==> config.mk <==
export PLATFORM = sky130hd
export DESIGN_NAME = internal_system_top
export DESIGN_NICKNAME = d
export VERILOG_FILES = /design/src/mem_pkg.sv /design/src/internal_system_top.sv /design/src/resp_merge.sv /design/src/cache_level.sv /design/src/addr_decode.sv
export SDC_FILE = /design/constraint.sdc
export NUM_CORES = 1
export LEC_CHECK = 0
export BUFFER_PORTS_ARGS = -buffer_cell sky130_fd_sc_hd__buf_4
export CORE_MARGIN = 1.5
export CORE_UTILIZATION = 40
export DETAILED_ROUTE_END_ITERATION = 8
export HOLD_SLACK_MARGIN = 0.02
export SKIP_CTS_REPAIR_TIMING = 1
export SYNTH_ARGS = -nofsm -noshare
export SYNTH_HDL_FRONTEND = slang
export SYNTH_SLANG_ARGS = --single-unit
==> constraint.sdc <==
create_clock -name clock_i -period 12.75 [get_ports clock_i]
set_input_delay 2.55 -clock clock_i [delete_from_list [all_inputs] [get_ports clock_i]]
set_output_delay 2.55 -clock clock_i [all_outputs]
set_load 0.05 [all_outputs]
==> src/mem_pkg.sv <==
// ----------------------------------------------------------------------
// shared widths, address map and cache sizes for the memory subsystem
// referenced by scoped name from the decoder, caches and merger
// ----------------------------------------------------------------------

package mem_pkg;

	// bus widths
	localparam int ADDR_W = 32;
	localparam int DATA_W = 32;

	// address map
	// ----------------------------------------------------------------------
	// cacheable memory, 64 KiB
	localparam logic [ADDR_W-1:0] MEM_BASE = 32'h0000_0000;
	localparam logic [ADDR_W-1:0] MEM_MASK = 32'h0000_ffff;

	// reduced peripheral bus, 256 bytes
	localparam logic [ADDR_W-1:0] PER_BASE = 32'h8000_0000;
	localparam logic [ADDR_W-1:0] PER_MASK = 32'h0000_00ff;

	// cache geometry
	// ----------------------------------------------------------------------
	// line counts, powers of two, one word per line
	localparam int L1_LINES = 4;
	localparam int L2_LINES = 16;

	// hit and miss counter width
	localparam int CNT_W = 16;

endpackage
==> src/internal_system_top.sv <==
// ----------------------------------------------------------------------
// two-level cache memory subsystem between a core Wishbone port, an
// external Wishbone memory and a reduced peripheral bus
// ----------------------------------------------------------------------
`timescale 1ns/100ps

module internal_system_top (
	input  logic                        clock_i,
	input  logic                        rst_i,
	// core port
	input  logic                        cyc_i,
	input  logic                        stb_i,
	input  logic                        we_i,
	input  logic [mem_pkg::ADDR_W-1:0]  adr_i,
	input  logic [mem_pkg::DATA_W-1:0]  dat_i,
	output logic [mem_pkg::DATA_W-1:0]  dat_o,
	output logic                        ack_o,
	output logic                        err_o,
	// external memory
	output logic                        ext_cyc_o,
	output logic                        ext_stb_o,
	output logic                        ext_we_o,
	output logic [mem_pkg::ADDR_W-1:0]  ext_adr_o,
	output logic [mem_pkg::DATA_W-1:0]  ext_dat_o,
	input  logic [mem_pkg::DATA_W-1:0]  ext_dat_i,
	input  logic                        ext_ack_i,
	input  logic                        ext_err_i,
	// peripheral bus
	output logic                        per_cyc_o,
	output logic                        per_stb_o,
	output logic                        per_we_o,
	output logic [mem_pkg::ADDR_W-1:0]  per_adr_o,
	output logic [mem_pkg::DATA_W-1:0]  per_dat_o,
	input  logic [mem_pkg::DATA_W-1:0]  per_dat_i,
	input  logic                        per_ack_i,
	// counters
	output logic [mem_pkg::CNT_W-1:0]   l1_hits_o,
	output logic [mem_pkg::CNT_W-1:0]   l2_hits_o,
	output logic [mem_pkg::CNT_W-1:0]   ext_reads_o
);

	// decode
	// ----------------------------------------------------------------------
	logic mem_cyc, mem_stb, dec_err, sel_per;

	addr_decode u_decode (
		.clock_i   (clock_i),
		.rst_i     (rst_i),
		.cyc_i     (cyc_i),
		.stb_i     (stb_i),
		.adr_i     (adr_i),
		.mem_cyc_o (mem_cyc),
		.mem_stb_o (mem_stb),
		.per_cyc_o (per_cyc_o),
		.per_stb_o (per_stb_o),
		.dec_err_o (dec_err),
		.sel_per_o (sel_per)
	);

	assign per_we_o  = we_i;
	assign per_adr_o = adr_i;
	assign per_dat_o = dat_i;

	// cache pair
	// ----------------------------------------------------------------------
	logic [mem_pkg::DATA_W-1:0] l1_dat, l2_rd_dat, l1_wr_dat;
	logic [mem_pkg::ADDR_W-1:0] l1_l2_adr;
	logic l1_ack, l1_err, l1_hit;
	logic l1_l2_cyc, l1_l2_stb, l1_l2_we, l2_ack, l2_err, l2_hit, l2_miss;

	cache_level #(.LINES(mem_pkg::L1_LINES)) u_l1 (
		.clock_i (clock_i),     .rst_i   (rst_i),
		.s_cyc_i (mem_cyc),     .s_stb_i (mem_stb),   .s_we_i  (we_i),
		.s_adr_i (adr_i),       .s_dat_i (dat_i),     .s_dat_o (l1_dat),
		.s_ack_o (l1_ack),      .s_err_o (l1_err),
		.m_dat_i (l2_rd_dat),   .m_ack_i (l2_ack),    .m_err_i (l2_err),
		.m_cyc_o (l1_l2_cyc),   .m_stb_o (l1_l2_stb), .m_we_o  (l1_l2_we),
		.m_adr_o (l1_l2_adr),   .m_dat_o (l1_wr_dat),
		.hit_o   (l1_hit),      .miss_o  ()
	);

	cache_level #(.LINES(mem_pkg::L2_LINES)) u_l2 (
		.clock_i (clock_i),     .rst_i   (rst_i),
		.s_cyc_i (l1_l2_cyc),   .s_stb_i (l1_l2_stb), .s_we_i  (l1_l2_we),
		.s_adr_i (l1_l2_adr),   .s_dat_i (l1_wr_dat), .s_dat_o (l2_rd_dat),
		.s_ack_o (l2_ack),      .s_err_o (l2_err),
		.m_dat_i (ext_dat_i),   .m_ack_i (ext_ack_i), .m_err_i (ext_err_i),
		.m_cyc_o (ext_cyc_o),   .m_stb_o (ext_stb_o), .m_we_o  (ext_we_o),
		.m_adr_o (ext_adr_o),   .m_dat_o (ext_dat_o),
		.hit_o   (l2_hit),      .miss_o  (l2_miss)
	);

	// result
	// ----------------------------------------------------------------------
	resp_merge u_result (
		.clock_i         (clock_i),   .rst_i     (rst_i),
		.sel_per_i       (sel_per),
		.mem_ack_i       (l1_ack),    .mem_err_i (l1_err),   .mem_dat_i (l1_dat),
		.per_ack_i       (per_ack_i), .per_dat_i (per_dat_i),
		.dec_err_i       (dec_err),
		.l1_hit_i        (l1_hit),    .l2_hit_i  (l2_hit),   .ext_read_done_i (l2_miss),
		.dat_o           (dat_o),     .ack_o     (ack_o),    .err_o     (err_o),
		.l1_hits_o       (l1_hits_o), .l2_hits_o (l2_hits_o),
		.ext_reads_o     (ext_reads_o)
	);

endmodule

==> src/resp_merge.sv <==
// ----------------------------------------------------------------------
// merges the memory, peripheral and decoder answers for the core and
// keeps saturating counters of L1 hits, L2 hits and external reads
// ----------------------------------------------------------------------
`timescale 1ns/100ps

module resp_merge (
	input  logic                        clock_i,
	input  logic                        rst_i,
	input  logic                        sel_per_i,
	input  logic                        mem_ack_i,
	input  logic                        mem_err_i,
	input  logic [mem_pkg::DATA_W-1:0]  mem_dat_i,
	input  logic                        per_ack_i,
	input  logic [mem_pkg::DATA_W-1:0]  per_dat_i,
	input  logic                        dec_err_i,
	input  logic                        l1_hit_i,
	input  logic                        l2_hit_i,
	input  logic                        ext_read_done_i,
	output logic [mem_pkg::DATA_W-1:0]  dat_o,
	output logic                        ack_o,
	output logic                        err_o,
	output logic [mem_pkg::CNT_W-1:0]   l1_hits_o,
	output logic [mem_pkg::CNT_W-1:0]   l2_hits_o,
	output logic [mem_pkg::CNT_W-1:0]   ext_reads_o
);

	logic [2:0]                inc;
	logic [mem_pkg::CNT_W-1:0] cnt [3];

	// answer path back to the core
	// ----------------------------------------------------------------------
	assign dat_o = sel_per_i ? per_dat_i : mem_dat_i;
	assign ack_o = sel_per_i ? per_ack_i : mem_ack_i;
	// decoder err only fires when neither path was selected
	assign err_o = dec_err_i | (~sel_per_i & mem_err_i);

	// event counters
	// ----------------------------------------------------------------------
	assign inc = {ext_read_done_i, l2_hit_i, l1_hit_i};

	always_ff @(posedge clock_i) begin
		if (rst_i) begin
			for (int i = 0; i < 3; i++) begin
				cnt[i] <= '0;
			end
		end else begin
			for (int i = 0; i < 3; i++) begin
				// hold at all ones
				if (inc[i] && (cnt[i] != '1)) begin
					cnt[i] <= cnt[i] + 1'b1;
				end
			end
		end
	end

	assign l1_hits_o   = cnt[0];
	assign l2_hits_o   = cnt[1];
	assign ext_reads_o = cnt[2];

endmodule

==> src/cache_level.sv <==
// ----------------------------------------------------------------------
// direct-mapped write-through cache, one word per line, no write
// allocate; used as both L1 and L2 with a different LINES value
// ----------------------------------------------------------------------
`timescale 1ns/100ps

module cache_level #(
	parameter int LINES = 4
) (
	input  logic                        clock_i,
	input  logic                        rst_i,
	// slave side, towards the core
	input  logic                        s_cyc_i,
	input  logic                        s_stb_i,
	input  logic                        s_we_i,
	input  logic [mem_pkg::ADDR_W-1:0]  s_adr_i,
	input  logic [mem_pkg::DATA_W-1:0]  s_dat_i,
	output logic [mem_pkg::DATA_W-1:0]  s_dat_o,
	output logic                        s_ack_o,
	output logic                        s_err_o,
	// master side, towards the next level
	input  logic [mem_pkg::DATA_W-1:0]  m_dat_i,
	input  logic                        m_ack_i,
	input  logic                        m_err_i,
	output logic                        m_cyc_o,
	output logic                        m_stb_o,
	output logic                        m_we_o,
	output logic [mem_pkg::ADDR_W-1:0]  m_adr_o,
	output logic [mem_pkg::DATA_W-1:0]  m_dat_o,
	// event pulses for the counters
	output logic                        hit_o,
	output logic                        miss_o
);

	localparam int IDX_W = $clog2(LINES);
	localparam int TAG_W = mem_pkg::ADDR_W - 2 - IDX_W;

	typedef enum logic [1:0] {
		ST_IDLE,
		ST_LOOKUP,
		ST_FORWARD,
		ST_RESPOND
	} state_t;

	state_t state;

	// line storage
	logic [LINES-1:0]          valid;
	logic [TAG_W-1:0]          tag_arr  [LINES];
	logic [mem_pkg::DATA_W-1:0] data_arr [LINES];

	// request held for the whole transaction
	logic                       we_q;
	logic [mem_pkg::ADDR_W-1:0] adr_q;
	logic [mem_pkg::DATA_W-1:0] dat_q;
	logic [mem_pkg::DATA_W-1:0] rsp_dat_q;
	logic                       err_q;

	logic [IDX_W-1:0] idx;
	logic [TAG_W-1:0] tag;
	logic line_hit;
	logic read_hit;
	logic fwd_active;
	logic fill_en;
	logic upd_en;

	// word address split into index and tag
	assign idx = adr_q[2 +: IDX_W];
	assign tag = adr_q[mem_pkg::ADDR_W-1 -: TAG_W];

	assign line_hit = valid[idx] && (tag_arr[idx] == tag);
	assign read_hit = (state == ST_LOOKUP) && !we_q && line_hit;

	// misses and all writes go down right from lookup
	assign fwd_active = ((state == ST_LOOKUP) && !read_hit) || (state == ST_FORWARD);

	assign fill_en = (state == ST_FORWARD) && m_ack_i && !m_err_i && !we_q;
	assign upd_en  = (state == ST_FORWARD) && m_ack_i && !m_err_i && we_q && line_hit;

	// slave side answers
	assign s_ack_o = read_hit || ((state == ST_RESPOND) && !err_q);
	assign s_err_o = (state == ST_RESPOND) && err_q;
	assign s_dat_o = (state == ST_RESPOND) ? rsp_dat_q : data_arr[idx];

	// master side request
	assign m_cyc_o = fwd_active;
	assign m_stb_o = fwd_active;
	assign m_we_o  = we_q;
	assign m_adr_o = adr_q;
	assign m_dat_o = dat_q;

	assign hit_o  = read_hit;
	// read filled from below without error
	assign miss_o = (state == ST_RESPOND) && !err_q && !we_q;

	// control FSM
	// ----------------------------------------------------------------------
	always_ff @(posedge clock_i) begin
		if (rst_i) begin
			state <= ST_IDLE;
			valid <= '0;
			err_q <= 1'b0;
		end else begin
			case (state)
				ST_IDLE: begin
					if (s_cyc_i && s_stb_i) begin
						state <= ST_LOOKUP;
					end
				end
				ST_LOOKUP: begin
					state <= read_hit ? ST_IDLE : ST_FORWARD;
				end
				ST_FORWARD: begin
					if (m_err_i) begin
						err_q <= 1'b1;
						state <= ST_RESPOND;
					end else if (m_ack_i) begin
						err_q <= 1'b0;
						state <= ST_RESPOND;
					end
					if (fill_en) begin
						valid[idx] <= 1'b1;
					end
				end
				default: begin
					state <= ST_IDLE;
				end
			endcase
		end
	end

	// request capture and line fill
	always_ff @(posedge clock_i) begin
		if (state == ST_IDLE) begin
			we_q  <= s_we_i;
			adr_q <= s_adr_i;
			dat_q <= s_dat_i;
		end
		if (fill_en) begin
			tag_arr[idx]  <= tag;
			data_arr[idx] <= m_dat_i;
		end else if (upd_en) begin
			// write-through keeps a resident line current
			data_arr[idx] <= dat_q;
		end
		if ((state == ST_FORWARD) && m_ack_i) begin
			rsp_dat_q <= m_dat_i;
		end
	end

endmodule

==> src/addr_decode.sv <==
// ----------------------------------------------------------------------
// core request decoder, steers the strobes to memory or peripherals
// and answers unmapped addresses with a single err pulse
// ----------------------------------------------------------------------
`timescale 1ns/100ps

module addr_decode (
	input  logic                        clock_i,
	input  logic                        rst_i,
	input  logic                        cyc_i,
	input  logic                        stb_i,
	input  logic [mem_pkg::ADDR_W-1:0]  adr_i,
	output logic                        mem_cyc_o,
	output logic                        mem_stb_o,
	output logic                        per_cyc_o,
	output logic                        per_stb_o,
	output logic                        dec_err_o,
	output logic                        sel_per_o
);

	logic is_mem;
	logic is_per;
	logic req_unmapped;
	// request seen on the previous edge, blocks a repeated err
	logic err_held;

	// region compare
	assign is_mem = (adr_i & ~mem_pkg::MEM_MASK) == mem_pkg::MEM_BASE;
	assign is_per = (adr_i & ~mem_pkg::PER_MASK) == mem_pkg::PER_BASE;

	assign mem_cyc_o = cyc_i & is_mem;
	assign mem_stb_o = stb_i & is_mem;
	assign per_cyc_o = cyc_i & is_per;
	assign per_stb_o = stb_i & is_per;

	// tells the merger which path answers
	assign sel_per_o = is_per;

	assign req_unmapped = cyc_i & stb_i & ~is_mem & ~is_per;

	// unmapped access
	// ----------------------------------------------------------------------
	// err goes out once, on the first edge the request is seen
	always_ff @(posedge clock_i) begin
		if (rst_i) begin
			dec_err_o <= 1'b0;
			err_held  <= 1'b0;
		end else begin
			dec_err_o <= req_unmapped & ~err_held;
			// cleared once the master drops stb
			err_held  <= req_unmapped;
		end
	end

endmodule

==> implementation parameters <==
Parameter                              Value

Clock tree
  Clock tree buffer depth    3
  Clock network latency to the later pin of the worst-skew pair    760 ps
  Count of clock tree sinks    about 1,400
  Maximum level of the CTS H-tree    4
  CTS clk-pin slew, worst paths    roughly 60 ps
  Clk root buf    clkbuf_16
  Number of buffers created by CTS    144
  TritonCTS clock tree    done

Route
  Routed WL    147,100 um
  Wirelength per Cell    28.18 um
  Via count    28,930
  Vias per cell    5.542
  Count of antenna-violating nets left after detailed routing    0
  Number of optimization iterations in the first detailed-route pass    5
  Number of remaining DRC errors    0
  Iteration-0 DRC Markers    2,820

Die
  Number of top-level pins    352
  Vertical die dimension    380.9 um
  Width of the die    ~380 um
  Starting Density    40.35%
  Die footprint    between 100,000 and 150,000 um^2
  Count of standard-cell rows    138
  Placeable core area    141,600 um^2

Timing
  Final Max Slew Viols    0
  RSZ-0062 raised after global routing    false
  Setup violations, final    0
  Hold Violations, Final    0
  Headroom to the max-slew limit    26.36%
  Final period util    66.38%
  FMAX    118.2 MHz
  Max Clock Skew    23.30 ps
  Setup TNS    0 ps
  Transition at the pin with the smallest max-transition slack    between 1000 and 1500 ps
  Crit path time final    between 8000 and 9000 ps

Worst setup path
  Worst Setup Path Type    flop to output port
  Cell type with the highest occurrence count on the critical path    buf_4
  Delay of the slowest cell on the worst path    about 860 ps
  Required time reported for the critical path endpoint    10,200 ps
  Critical-path cell list    buf_4, buf_4, mux4_2, mux2i_1, xnor2_1, o211ai_1, nand2_1, or4_1, nor4_4, o21bai_1, buf_4
  Reg2Reg Capture Point    u_l2.data_arr[14][1]
  Depth of the most critical reg-to-reg path    13
  Reg2Reg Setup Slack    ~5600 ps
  Largest fanout of any net on the critical path    39
  Startpoint type of the worst setup path    flop
  Arrival time of data at the critical path endpoint    5910 ps
  Endpoint kind of the worst setup timing path    output port
  Critical-path cell with the highest stage delay    dfxtp_4

Cells and area
  Most frequent cells in the layout    1,410 x edfxtp_1, 425 x buf_4, 281 x mux4_2
  Most common library cell in the layout ignoring fill and taps    edfxtp_1
  Cell area after layout    66,630 um^2
  Share of layout cells above drive strength 1    between 30% and 40%
  Final nets    ~3,400
  Synth-to-Final Area Change    16.64%
  Antenna Diode Count    0

Synthesis
  Total standard cell area after synthesis    57,120 um^2
  Sequential share of the synthesized area    75.31%
  Proportion of register bits with asynchronous set or reset after synthesis    0%
  Yosys warnings    0
  Post-synth top flop    edfxtp_1
  Count of mapped cells out of synthesis    around 2,800
  Net count after synthesis    2,984
  Synthesized area per cell    20.08 um^2
  Number of enable-type register cells in the synthesized netlist    1,410
  Most area-hungry cell type in the Yosys netlist    edfxtp_1
  Count of state elements after synthesis    1,444
  Top-area cell type share of the netlist area    74.12%
  Post-synthesis cell type count    70
  Top cells by area, synth    edfxtp_1 74%, mux4_2 11%, mux2i_1 2.7%

Global route
  Pin count of the biggest net entering global routing    ~130
  Number of global-route vias before repair    28,790
  Overflow left after global routing    0
  Global-route wire length before repair    209,500 um
  Number of antenna violations at the first check in global routing    1
  Total routing usage reported by global routing    20.04%

Min path
  Type of the most critical hold path    flop to flop
  Hold path startpoint    u_decode.err_held
  Hold depth    1
  End of the worst hold path    u_decode.dec_err_o

Power
  Worst vdd ir    0.09963 mV
  Cell Pwr Density    about 150 nW/um^2
  Leakage power of the design    ~22 nW
  Total power    between 10 and 15 mW

Place
  Detailed Place HPWL    86,280 um
  Buffers on Ports    351
  Placed standard-cell area    61,980 um^2
  Global placer's final weighted congestion    0.7972

Status
  Status    complete, no violations

Run
  Maxcap violations    0
==> layout make-up <==
type | count | area [um^2]
clock buffers | 172 | 3835
clock inverters | 83 | 813.3
fillers | 11800 | 74960
inverters | 24 | 91.34
multi-input cells | 1180 | 13270
flip-flops and latches | 1444 | 43040
well taps | 1890 | 2365
repair buffers | 426 | 3211
==> power breakdown <==
group          total (mW)  switching (mW)  internal (mW)  leakage [nW]
Sequential           5.33          0.0851           5.25          13.2
Combinational       0.625           0.380          0.244          6.59
Clock                4.24            1.78           2.46          2.28
==> Yosys cell counts, types with 3 or more instances <==
library cell,n
inv_1,23
buf_6,4
mux2_2,106
and3_1,17
a2111oi_0,18
and4_1,4
a211oi_1,8
nor2_1,134
or3_1,3
dfxtp_1,34
nand3b_1,4
nor2b_1,15
and2_1,9
xor2_1,39
a211o_1,4
nand4_1,13
nand4b_1,3
nor3b_1,4
buf_4,77
nand2_1,82
a221oi_1,6
xnor2_1,48
mux2i_1,153
o31ai_1,4
edfxtp_1,1410
mux4_2,281
nand2b_1,5
o211ai_1,6
ha_1,3
or2_2,3
nand3_1,34
buf_1,33
nor3_1,15
a31oi_1,6
o22ai_1,5
buf_2,26
o21ai_0,48
a21oi_1,10
o32ai_1,4
a22oi_1,23
nor4_1,15
clkbuf_1,56
a22o_1,14
==> sequential cells by signal, summed over array words and instances (netlist names), 2 cells and up, named ones only <==
| name | flops |
|---|---|
| u_l2.state | 2 |
| u_l1.m_adr_o | 32 |
| u_l2.data_arr | 512 |
| u_l1.state | 2 |
| u_l2.rsp_dat_q | 32 |
| u_l2.m_adr_o | 32 |
| u_l1.valid | 4 |
| u_l2.m_dat_o | 32 |
| u_result.cnt | 48 |
| u_l1.rsp_dat_q | 32 |
| u_l1.data_arr | 128 |
| u_l2.tag_arr | 416 |
| u_l2.valid | 16 |
| u_l1.m_dat_o | 32 |
| u_l1.tag_arr | 112 |
==> how the worst max path moves through the flow <==
stage | to | cells past startpoint
2_1_floorplan | u_l2.data_arr[13][0] | 5
3_3_place_gp | ext_stb_o | 11
3_5_place_dp | ext_stb_o | 11
4_1_cts | ext_stb_o | 11
5_1_grt | ext_stb_o | 11
6_report | ext_stb_o | 11
==> critical path, delay by kind of cell (launching register included) <==
kind	cells	cell delay, ps
xor+xnor	1	110
buf+inv	3	1520
flops	1	860
compound gates	2	650
mux	2	580
simple gates	3	1350
==> logic make-up after synthesis <==
| kind of cell | after synthesis | synth area share (%) |
|---|---|---|
| AOI/OAI and AO/OA | 180 | 2.249 |
| xor gates and xnor gates | 87 | 1.334 |
| adders and majority gates | 3 | 0.06572 |
| buffers and inverters | 221 | 2.070 |
| DFF | 1444 | 75.31 |
| muxes | 540 | 15.85 |
| and+or+nand+nor | 370 | 3.119 |
==> through the flow <==
step                      setup slack [ps]  util [%]  hold WS, ps  instances
after floorplan                       3690         -        367.4       2845
after global placement                5032     43.77        375.7       4964
after detailed placement              4988     43.77        377.0       4964
after CTS                             4145     47.06        393.5       5219
after global routing                  4012     47.06        419.8       5219
final                                 4287     47.06        391.8       5219
==> per-layer routing <==
metal  GRT usage, %  routed length [um]
met2          32.60               72620
met3          3.708                8433
met4          5.224                3126
met1          27.81               62900
met5              0                   0
No activity file was read; power rests on OpenSTA's default activity.
